### config.mk
export PLATFORM = sky130hd
export DESIGN_NAME = beat_collector
export DESIGN_NICKNAME = d
export VERILOG_FILES = /design/src/common/vlsu_cfg_pkg.sv /design/src/common/vlsu_op_pkg.sv /design/src/load_unit/beat_collector.sv
export SDC_FILE = /design/constraint.sdc
export NUM_CORES = 1
export LEC_CHECK = 0
export ABC_AREA = 1
export BUFFER_PORTS_ARGS = -buffer_cell sky130_fd_sc_hd__buf_4
export CAP_MARGIN = 20
export CORE_AREA = 4 4 259 261
export DETAILED_ROUTE_END_ITERATION = 7
export DIE_AREA = 0 0 263 265
export HOLD_SLACK_MARGIN = 0.06
export SLEW_MARGIN = 20
export SYNTH_ARGS = -nofsm -noshare
export SYNTH_HDL_FRONTEND = slang
export SYNTH_SLANG_ARGS = --single-unit
### constraint.sdc
create_clock -name clk -period 30.7 [get_ports clk]
set_clock_uncertainty 0.1 [all_clocks]
set_input_delay 3.07 -clock clk [delete_from_list [all_inputs] [get_ports clk]]
set_output_delay 3.07 -clock clk [all_outputs]
set_load 0.05 [all_outputs]
### src/common/vlsu_cfg_pkg.sv
package vlsu_cfg_pkg;

    // vector register group and memory path widths
    localparam int vreg_bits      = 512;
    localparam int beat_bits      = 128;
    localparam int bank_bits      = 32;
    localparam int num_banks      = 4;
    localparam int max_beats      = 4;

    // bank address is a word address with two zero byte bits appended
    localparam int word_addr_bits = 14;
    localparam int bank_addr_bits = 16;

    localparam int stride_bits    = 6;

    typedef logic [vreg_bits-1:0]      vreg_t;
    typedef logic [bank_bits-1:0]      bank_word_t;
    typedef logic [word_addr_bits-1:0] word_addr_t;
    typedef logic [bank_addr_bits-1:0] bank_addr_t;
    typedef logic [stride_bits-1:0]    stride_t;

    // counts beats 0 to max_beats-1
    typedef logic [2:0]                beat_cnt_t;

endpackage

### src/common/vlsu_op_pkg.sv
package vlsu_op_pkg;

    // load opcodes as issued by the vector core
    typedef enum logic [3:0] {
        vlsu_none   = 4'd0,
        vlsu_vle8   = 4'd1,
        vlsu_vle16  = 4'd2,
        vlsu_vle32  = 4'd3,
        vlsu_vlse8  = 4'd4,
        vlsu_vlse16 = 4'd5,
        vlsu_vlse32 = 4'd6
    } lsu_op_t;

    // register group multiplier, 0/1/2 select 1/2/4 registers
    typedef logic [2:0] lmul_t;

    typedef enum logic [1:0] {
        elem8  = 2'd0,
        elem16 = 2'd1,
        elem32 = 2'd2
    } elem_size_t;

endpackage

### src/load_unit/beat_collector.sv
`timescale 1ns/1ps

module beat_collector (
    input  logic                     clk,
    input  logic                     rst_n,
    input  logic                     op_active,
    input  vlsu_op_pkg::lmul_t       lmul,
    input  vlsu_cfg_pkg::word_addr_t addr,
    input  vlsu_cfg_pkg::bank_word_t bank_data0,
    input  vlsu_cfg_pkg::bank_word_t bank_data1,
    input  vlsu_cfg_pkg::bank_word_t bank_data2,
    input  vlsu_cfg_pkg::bank_word_t bank_data3,
    output vlsu_cfg_pkg::bank_addr_t bank_addr,
    output vlsu_cfg_pkg::vreg_t      group,
    output logic                     group_done
);

    vlsu_cfg_pkg::beat_cnt_t  beat_cnt;
    vlsu_cfg_pkg::beat_cnt_t  num_beats;
    vlsu_cfg_pkg::word_addr_t word_addr;
    vlsu_cfg_pkg::bank_word_t bank_word [vlsu_cfg_pkg::num_banks];
    logic                     last_beat;

    logic [vlsu_cfg_pkg::beat_bits-1:0] beat;
    logic [vlsu_cfg_pkg::max_beats-1:0][vlsu_cfg_pkg::beat_bits-1:0] slots;

    always_comb begin
        case (lmul)
            3'd1:    num_beats = 3'd2;
            3'd2:    num_beats = 3'd4;
            default: num_beats = 3'd1;
        endcase
    end

    assign last_beat = (beat_cnt == num_beats - 3'd1);

    // all banks share one word address, idle op points at the base
    assign word_addr = op_active ? addr + vlsu_cfg_pkg::word_addr_t'(beat_cnt) : addr;
    assign bank_addr = {word_addr, 2'b00};

    assign bank_word[0] = bank_data0;
    assign bank_word[1] = bank_data1;
    assign bank_word[2] = bank_data2;
    assign bank_word[3] = bank_data3;

    // bank j fills bits 32j upward of the beat
    always_comb begin
        beat = '0;
        for (int j = 0; j < vlsu_cfg_pkg::num_banks; j++) begin
            beat[j*vlsu_cfg_pkg::bank_bits +: vlsu_cfg_pkg::bank_bits] = bank_word[j];
        end
    end

    always_ff @(posedge clk or negedge rst_n) begin
        if (!rst_n) begin
            beat_cnt   <= '0;
            group_done <= 1'b0;
        end else begin
            group_done <= op_active && last_beat;
            if (!op_active || last_beat) begin
                beat_cnt <= '0;
            end else begin
                beat_cnt <= beat_cnt + 3'd1;
            end
        end
    end

    // first beat of a group clears the upper slots so short groups read zero above
    always_ff @(posedge clk) begin
        if (op_active) begin
            for (int k = 0; k < vlsu_cfg_pkg::max_beats; k++) begin
                if (k == int'(beat_cnt)) begin
                    slots[k] <= beat;
                end else if (beat_cnt == '0) begin
                    slots[k] <= '0;
                end
            end
        end
    end

    assign group = slots;

endmodule

==> insert_results.sql, run 1 <==
INSERT INTO impl_metrics (metric_group, metric, value, unit) VALUES
('sta', 'actual_transition_at_the_worst_max_transition_pin', '1020', 'ps'),
('logic_synthesis', 'synth_edf_count', '512', ''),
('power_and_ir_drop', 'clk_network_pwr_share', '29.8', '%'),
('drt', 'drtIter0Drc', '926', ''),
('logic_synthesis', 'async_flop_share', '0.775', '%'),
('finish', 'num-fill-cells', '6074', ''),
('clock_network', 'max_clock_buf_depth', '3', ''),
('power_and_ir_drop', 'post-layout-total-power', '2.13', 'mW'),
('sta', 'finalMaxSlewViolations', '0', ''),
('clock_network', 'clock_tree_from_tritoncts', 'built', ''),
('setup_path', 'worst_setup_path_start_kind', 'input port', ''),
('power_and_ir_drop', 'internal_power', '1.38', 'mW'),
('global_routing', 'grt_antenna_before_repair', '3', ''),
('power_and_ir_drop', 'vdd_drop_max', '0.0000513', 'V'),
('floorplanning', 'die_x', '263', 'µm'),
('flow_run', 'max_cap_viols', '0', ''),
('outcome', 'outcome', 'finished clean', ''),
('floorplanning', 'io_pins', '677', ''),
('setup_path', 'worst-setup-path-type', 'input port to primary output', ''),
('global_routing', 'global_routing_usage_summed_across_all_routing_layers', '16.1', '%'),
('clock_network', 'numClockSinks', '516', ''),
('power_and_ir_drop', 'switching_power', '0.743', 'mW'),
('floorplanning', 'core_area', '0.0645', 'mm²'),
('drt', 'total_wire_length_after_detailed_routing', '59800', 'µm'),
('power_and_ir_drop', 'seqPwrFrac', '43.0', '%'),
('logic_synthesis', 'synthDominantAreaCellType', 'edfxtp_1', ''),
('clock_network', 'clock_latency_reported_for_the_late_side_of_the_worst_skew_pair', '580', 'ps'),
('drt', 'route.detailed.drc', '0', ''),
('power_and_ir_drop', 'combPwrFrac', '27.2', '%'),
('sta', 'holdWs', '494', 'ps'),
('finish', 'final_core_utilization', '41.9', '%'),
('setup_path', 'critical_path_arrival', '4730', 'ps'),
('finish', 'layout-drive-gt1-share', '35.6', '%'),
('clock_network', 'root_buffer', 'clkbuf_16', ''),
('finish', 'num-nets-final', '2298', ''),
('global_routing', 'global_route_wire_length_before_repair', '86400', 'µm'),
('logic_synthesis', 'synthDominantCellAreaShare', '79.9', '%'),
('floorplanning', 'initial_utilization', '29.8', '%'),
('logic_synthesis', 'synthesis.yosys.warnings', '0', ''),
('power_and_ir_drop', 'power.switching_fraction', '34.9', '%'),
('logic_synthesis', 'synth_ff_type', 'edfxtp_1', ''),
('logic_synthesis', 'synthesis.instances', '1452', ''),
('drt', 'detailroute.via_count', '13000', ''),
('clock_network', 'cts_resized', '0', ''),
('sta', 'minimum_clock_period_after_layout', '7900', 'ps'),
('floorplanning', 'rows', '93', ''),
('placement', 'buffers_added_on_ports', '674', ''),
('floorplanning', 'dieArea', '0.0697', 'mm²'),
('drt', 'postRouteAntennaNets', '0', ''),
('drt', 'avg_wl_per_cell', '19.7', 'µm'),
('global_routing', 'globalRoute.totalOverflow', '0', ''),
('sta', 'achievable_frequency', '127', 'MHz'),
('finish', 'synthToLayoutAreaGrowth', '40.3', '%'),
('sta', 'worst_slew_margin_rel', '32.3', '%'),
('hold_path', 'hold_path.class', 'flip-flop to flip-flop', ''),
('sta', 'final.period_utilization', '25.7', '%'),
('setup_path', 'max_stage_delay', '400', 'ps'),
('setup_path', 'cp_cell_sequence', 'buf_4, ha_1, fa_1, nand2_1, nand2_1, nand3_1, nor3_1, nor2_1, buf_4', ''),
('logic_synthesis', 'synthTopCellsByArea', 'edfxtp_1 (80%), nor2_1 (7.8%), inv_1 (5.3%)', ''),
('drt', 'detailedRoute.firstPassIterationCount', '5', ''),
('sta', 'report.final.hold_viol_count', '0', ''),
('logic_synthesis', 'syn-cell-area', '0.0192', 'mm²'),
('setup_path', 'timing.critical_path.to_type', 'primary output', ''),
('clock_network', 'cts.htree.levels', '2', ''),
('floorplanning', 'die_y', '265', 'µm'),
('drt', 'avgViaCountPerCell', '4.28', ''),
('power_and_ir_drop', 'power.density', '78.8', 'mW/mm²'),
('setup_path', 'critPathRequiredTime', '27530', 'ps'),
('logic_synthesis', 'synth.ff_latch_count', '516', ''),
('logic_synthesis', 'yosysSeqAreaShare', '80.4', '%'),
('sta', 'final_count_of_negative_setup_slack_endpoints', '0', '');
worst paths after layout:
check                            startpoint            end  slack (ps)  depth (start not counted)
worst max-delay path                addr[0]  bank_addr[14]       22800                          9
worst min-delay path            beat_cnt[0]    beat_cnt[0]         490                          1
worst max register to register  beat_cnt[0]     group[206]       27250                          6
worst min register to register  beat_cnt[0]    beat_cnt[0]         490                          1
max in group asynchronous             rst_n    beat_cnt[2]       28220                          1
min in group asynchronous             rst_n    beat_cnt[1]        2170                          1
placed cells by master (no fill, tap or decap), drive strengths merged:
cell type	synthesis	layout
a21oi	2	2
buf	51	691
bufinv	0	5
clkbuf	8	65
clkinv	0	20
conb	1	2
dfrtp	4	4
diode	0	1
edfxtp	512	512
fa	1	1
ha	8	8
inv	273	275
nand2	163	163
nand3	11	11
nand4	4	4
nor2	400	400
nor3	3	3
o21ai	3	3
xnor2	4	4
xor2	4	4
cells in the mapped netlist, types with 4 or more instances:
cell type and n:
dfrtp_1 4, nor2_1 399, clkbuf_1 8, buf_2 49
ha_1 8, inv_1 273, xor2_1 4, nand4_1 4
nand3_1 10, xnor2_1 4, edfxtp_1 512, nand2_1 161
power by group through the flow:
stage | Combinational, mW | Clock, mW | Sequential, mW
6_report | 0.578 | 0.634 | 0.915
5_1_grt | 0.599 | 0.677 | 0.922
4_1_cts | 0.586 | 0.648 | 0.916
3_5_place_dp | 0.585 | 0 | 0.930
3_3_place_gp | 0.581 | 0 | 0.928
2_1_floorplan | 0.0824 | 0 | 1.24
worst max-delay path, delay by kind of cell:
family,cells,cell delay (ps)
buffers and inverters,2,370
adders and majority gates,2,620
and+or+nand+nor,5,670
per-layer routing:
metal / GRT usage (%) / part of all wire [%] / vias to the layer above / wire, µm
met1: 17.9 / 36 / 6294 / 21400
met3: 4.43 / 7.8 / 108 / 4660
met4: 5.84 / 3.5 / 0 / 2120
li1: - / - / 6012 / -
met5: 0 / 0 / - / 0
met2: 29.6 / 53 / 572 / 31600
logic make-up (layout without fill, tap and decap cells):
kind of cell | after synthesis | count (layout) | synth area share, %
compound gates | 5 | 5 | 0.130
xor+xnor | 8 | 8 | 0.364
other cells | 1 | 3 | 0.0195
buf+inv | 332 | 1056 | 6.83
simple gates | 581 | 581 | 11.6
fa+ha+maj | 9 | 9 | 0.624
flops | 516 | 516 | 80.4
state kept, by name, indices dropped and copies added, names as in the netlist:
| register | count |
|---|---|
| group_done | 1 |
| group | 512 |
| beat_cnt | 3 |
metrics by stage:
step / area [µm²] / setup slack (ps) / cells
CTS: 27000 / 22770 / 3032
finish: 27000 / 22800 / 3033
detailed placement: 25300 / 22770 / 2940
floorplan: 19200 / 17480 / 1453
global placement: 25300 / 22790 / 2939
global route: 27000 / 22720 / 3032
layout make-up:
cell class,count,area [µm²],area share (%)
flip-flops and latches,516,15500,57.3
repair buffers,691,5210,19.3
multi-input cells,605,2530,9.37
clock buffers,65,1390,5.16
well taps,855,1070,3.96
inverters,273,1020,3.80
clock inverters,27,298,1.10
diodes,1,2.50,0.00927
Power figures use the tool's default switching activity.
==> run 2: changes to the inputs <==
--- a/config.mk
+++ b/config.mk
@@ -8,9 +8,9 @@
 export ABC_AREA = 1
 export BUFFER_PORTS_ARGS = -buffer_cell sky130_fd_sc_hd__buf_4
 export CAP_MARGIN = 20
-export CORE_AREA = 4 4 259 261
+export CORE_AREA = 4 4 261 263
 export DETAILED_ROUTE_END_ITERATION = 7
-export DIE_AREA = 0 0 263 265
+export DIE_AREA = 0 0 265 267
 export HOLD_SLACK_MARGIN = 0.06
 export SLEW_MARGIN = 20
 export SYNTH_ARGS = -nofsm -noshare
==> constraint.sdc (replaced) <==
create_clock -name clk -period 7.3 [get_ports clk]
set_clock_uncertainty 0.1 [all_clocks]
set_input_delay 0.73 -clock clk [delete_from_list [all_inputs] [get_ports clk]]
set_output_delay 0.73 -clock clk [all_outputs]
set_load 0.05 [all_outputs]
==> insert_results.sql, run 2 (same netlist as run 1, synthesis figures left out) <==
INSERT INTO impl_metrics (metric_group, metric, value, unit) VALUES
('global_routing', 'global_route_wire_length_before_repair', '84700', 'µm'),
('setup_path', 'top_fanout_value_on_the_critical_path', '67', ''),
('clock_network', 'cts_resized', '0', ''),
('clock_network', 'cts.htree.levels', '2', ''),
('setup_path', 'cp_cell_sequence', 'inv_1, ha_1, nand2_4, buf_4, a21oi_4, buf_4', ''),
('power_and_ir_drop', 'post-layout-total-power', '8.91', 'mW'),
('setup_path', 'timing.critical_path.slowest_stage_cell', 'buf_4', ''),
('finish', 'synthToLayoutAreaGrowth', '40.2', '%'),
('setup_path', 'cpMostUsedCell', 'buf_4', ''),
('power_and_ir_drop', 'power.density', '330', 'mW/mm²'),
('global_routing', 'grt_max_degree', '70', ''),
('finish', 'layout.cells.most_common_list', 'buf_4 (688), edfxtp_1 (512), nor2_1 (398)', ''),
('global_routing', 'via_count_of_the_first_global_routing_pass', '13300', ''),
('floorplanning', 'die_x', '265', 'µm'),
('setup_path', 'reg2regPathDepth', '6', ''),
('clock_network', 'cts.reportedPaths.clkPinSlew', '60', 'ps'),
('drt', 'route.detailed.drc', '0', ''),
('drt', 'detailroute.via_count', '12900', ''),
('floorplanning', 'rows', '94', ''),
('drt', 'detailedRoute.firstPassIterationCount', '5', ''),
('floorplanning', 'dieArea', '0.0708', 'mm²'),
('clock_network', 'root_buffer', 'clkbuf_16', ''),
('setup_path', 'max_stage_delay', '710', 'ps'),
('setup_path', 'critPathRequiredTime', '7390', 'ps'),
('setup_path', 'worst-path-buf-inv', '3', ''),
('placement', 'dp_slack', '3350', 'ps'),
('flow_run', 'max_cap_viols', '0', ''),
('setup_path', 'timing.critical_path.to_type', 'flip-flop', ''),
('placement', 'gp_congestion', '0.862', ''),
('finish', 'final_core_utilization', '41.1', '%'),
('global_routing', 'global_routing_usage_summed_across_all_routing_layers', '15.7', '%'),
('sta', 'holdWs', '316', 'ps'),
('drt', 'drtIter0Drc', '871', ''),
('clock_network', 'clock_tree_from_tritoncts', 'built', ''),
('global_routing', 'grt_busiest_layer', 'met2', ''),
('sta', 'final_count_of_negative_setup_slack_endpoints', '0', ''),
('clock_network', 'cts_buffers', '52', ''),
('drt', 'avgViaCountPerCell', '4.22', ''),
('sta', 'finalMaxSlewViolations', '0', ''),
('global_routing', 'grt_util_met2', '27.8', '%'),
('sta', 'totalNegativeSetupSlack', '0', 'ps'),
('setup_path', 'critical_path_arrival', '3950', 'ps'),
('clock_network', 'numClockSinks', '516', ''),
('sta', 'rsz_0062_raised_after_global_routing', 'no', ''),
('setup_path', 'worst_setup_path_start_kind', 'flip-flop', ''),
('global_routing', 'grt_use_met1', '17.4', '%'),
('sta', 'actual_transition_at_the_worst_max_transition_pin', '1020', 'ps'),
('clock_network', 'max_clock_buf_depth', '3', ''),
('hold_path', 'hold_path.class', 'input port to flip-flop', ''),
('placement', 'dpl.hpwl', '42500', 'µm'),
('floorplanning', 'initial_utilization', '29.3', '%'),
('outcome', 'outcome', 'finished clean', ''),
('floorplanning', 'die_y', '267', 'µm'),
('hold_path', 'hold_path_depth', '3', ''),
('floorplanning', 'io_pins', '677', ''),
('drt', 'total_wire_length_after_detailed_routing', '58200', 'µm'),
('sta', 'final.period_utilization', '52.8', '%'),
('finish', 'layout-drive-gt1-share', '35.7', '%'),
('placement', 'buffers_added_on_ports', '674', ''),
('power_and_ir_drop', 'power_leakage', '12.5', 'nW'),
('sta', 'worst_slew_margin_rel', '31.7', '%'),
('setup_path', 'worst-setup-path-type', 'flip-flop to flip-flop', ''),
('clock_network', 'post-cts-setup-buffer-count', '0', ''),
('power_and_ir_drop', 'vdd_drop_max', '0.000165', 'V'),
('clock_network', 'clock_latency_reported_for_the_late_side_of_the_worst_skew_pair', '570', 'ps'),
('drt', 'postRouteAntennaNets', '0', ''),
('floorplanning', 'core_area', '0.0656', 'mm²'),
('global_routing', 'grt_antenna_before_repair', '3', ''),
('sta', 'achievable_frequency', '260', 'MHz'),
('drt', 'avg_wl_per_cell', '19.1', 'µm'),
('setup_path', 'path_delay_family', 'buffers and inverters', ''),
('setup_path', 'critical_path_cell_count', '6', ''),
('finish', 'layout_commonest_cell', 'buf_4', ''),
('finish', 'largest_register_ff_count', '512', ''),
('global_routing', 'globalRoute.totalOverflow', '0', ''),
('finish', 'num-nets-final', '2294', ''),
('sta', 'timing.final.ws_setup', '3450', 'ps'),
('sta', 'report.final.hold_viol_count', '0', ''),
('sta', 'minimum_clock_period_after_layout', '3850', 'ps'),
('global_routing', 'use_met3', '5.35', '%');
-- run 2: routing by layer --
| layer | vias up | share of wire, % |
|---|---|---|
| met5 | - | 0 |
| met4 | 0 | 3.8 |
| met3 | 113 | 9.2 |
| met2 | 548 | 52 |
| met1 | 6185 | 35 |
| li1 | 6012 | - |
-- run 2: through the flow --
stage               std cells  area, µm²
floorplan                1453      19200
global placement         2946      25300
detailed placement       2946      25300
CTS                      3042      27000
global route             3043      27000
finish                   3045      27000
-- run 2: worst paths after layout --
check                               start  slack, ps     endpoint
setup / recovery              beat_cnt[0]       3450   group[299]
hold / removal             bank_data0[20]        320   group[404]
hold reg to reg               beat_cnt[0]        450  beat_cnt[0]
setup reg to reg              beat_cnt[0]       3450   group[299]
max in group asynchronous           rst_n       6610  beat_cnt[2]
min in group asynchronous           rst_n        380  beat_cnt[1]
-- run 2: what timing repair did --
action | CTS | global route
hold buffers | 1 | 0
hold endpoints to repair | 4 | 0
setup endpoints to repair | 0 | 0
-- run 2: power by group --
group,internal [mW],switching (mW),total [mW]
sequential,3.73,0.116,3.85
clock,1.53,1.12,2.65
combinational,0.550,1.86,2.41
-- run 2: area by class of cell --
class	instances	area [µm²]
clock inverters	34	313
fillers	6193	38600
flip-flops and latches	516	15500
inverters	273	1020
multi-input cells	605	2530
well taps	864	1080
repair buffers	689	5170
diodes	3	7.51
clock buffers	61	1380
-- run 2: worst register-to-register path: cells and delay by family, from the launching register on --
kind / cells / cell delay, ps
compound gates: 1 / 630
fa+ha+maj: 1 / 220
buf+inv: 3 / 1490
flops: 1 / 440
simple gates: 1 / 440
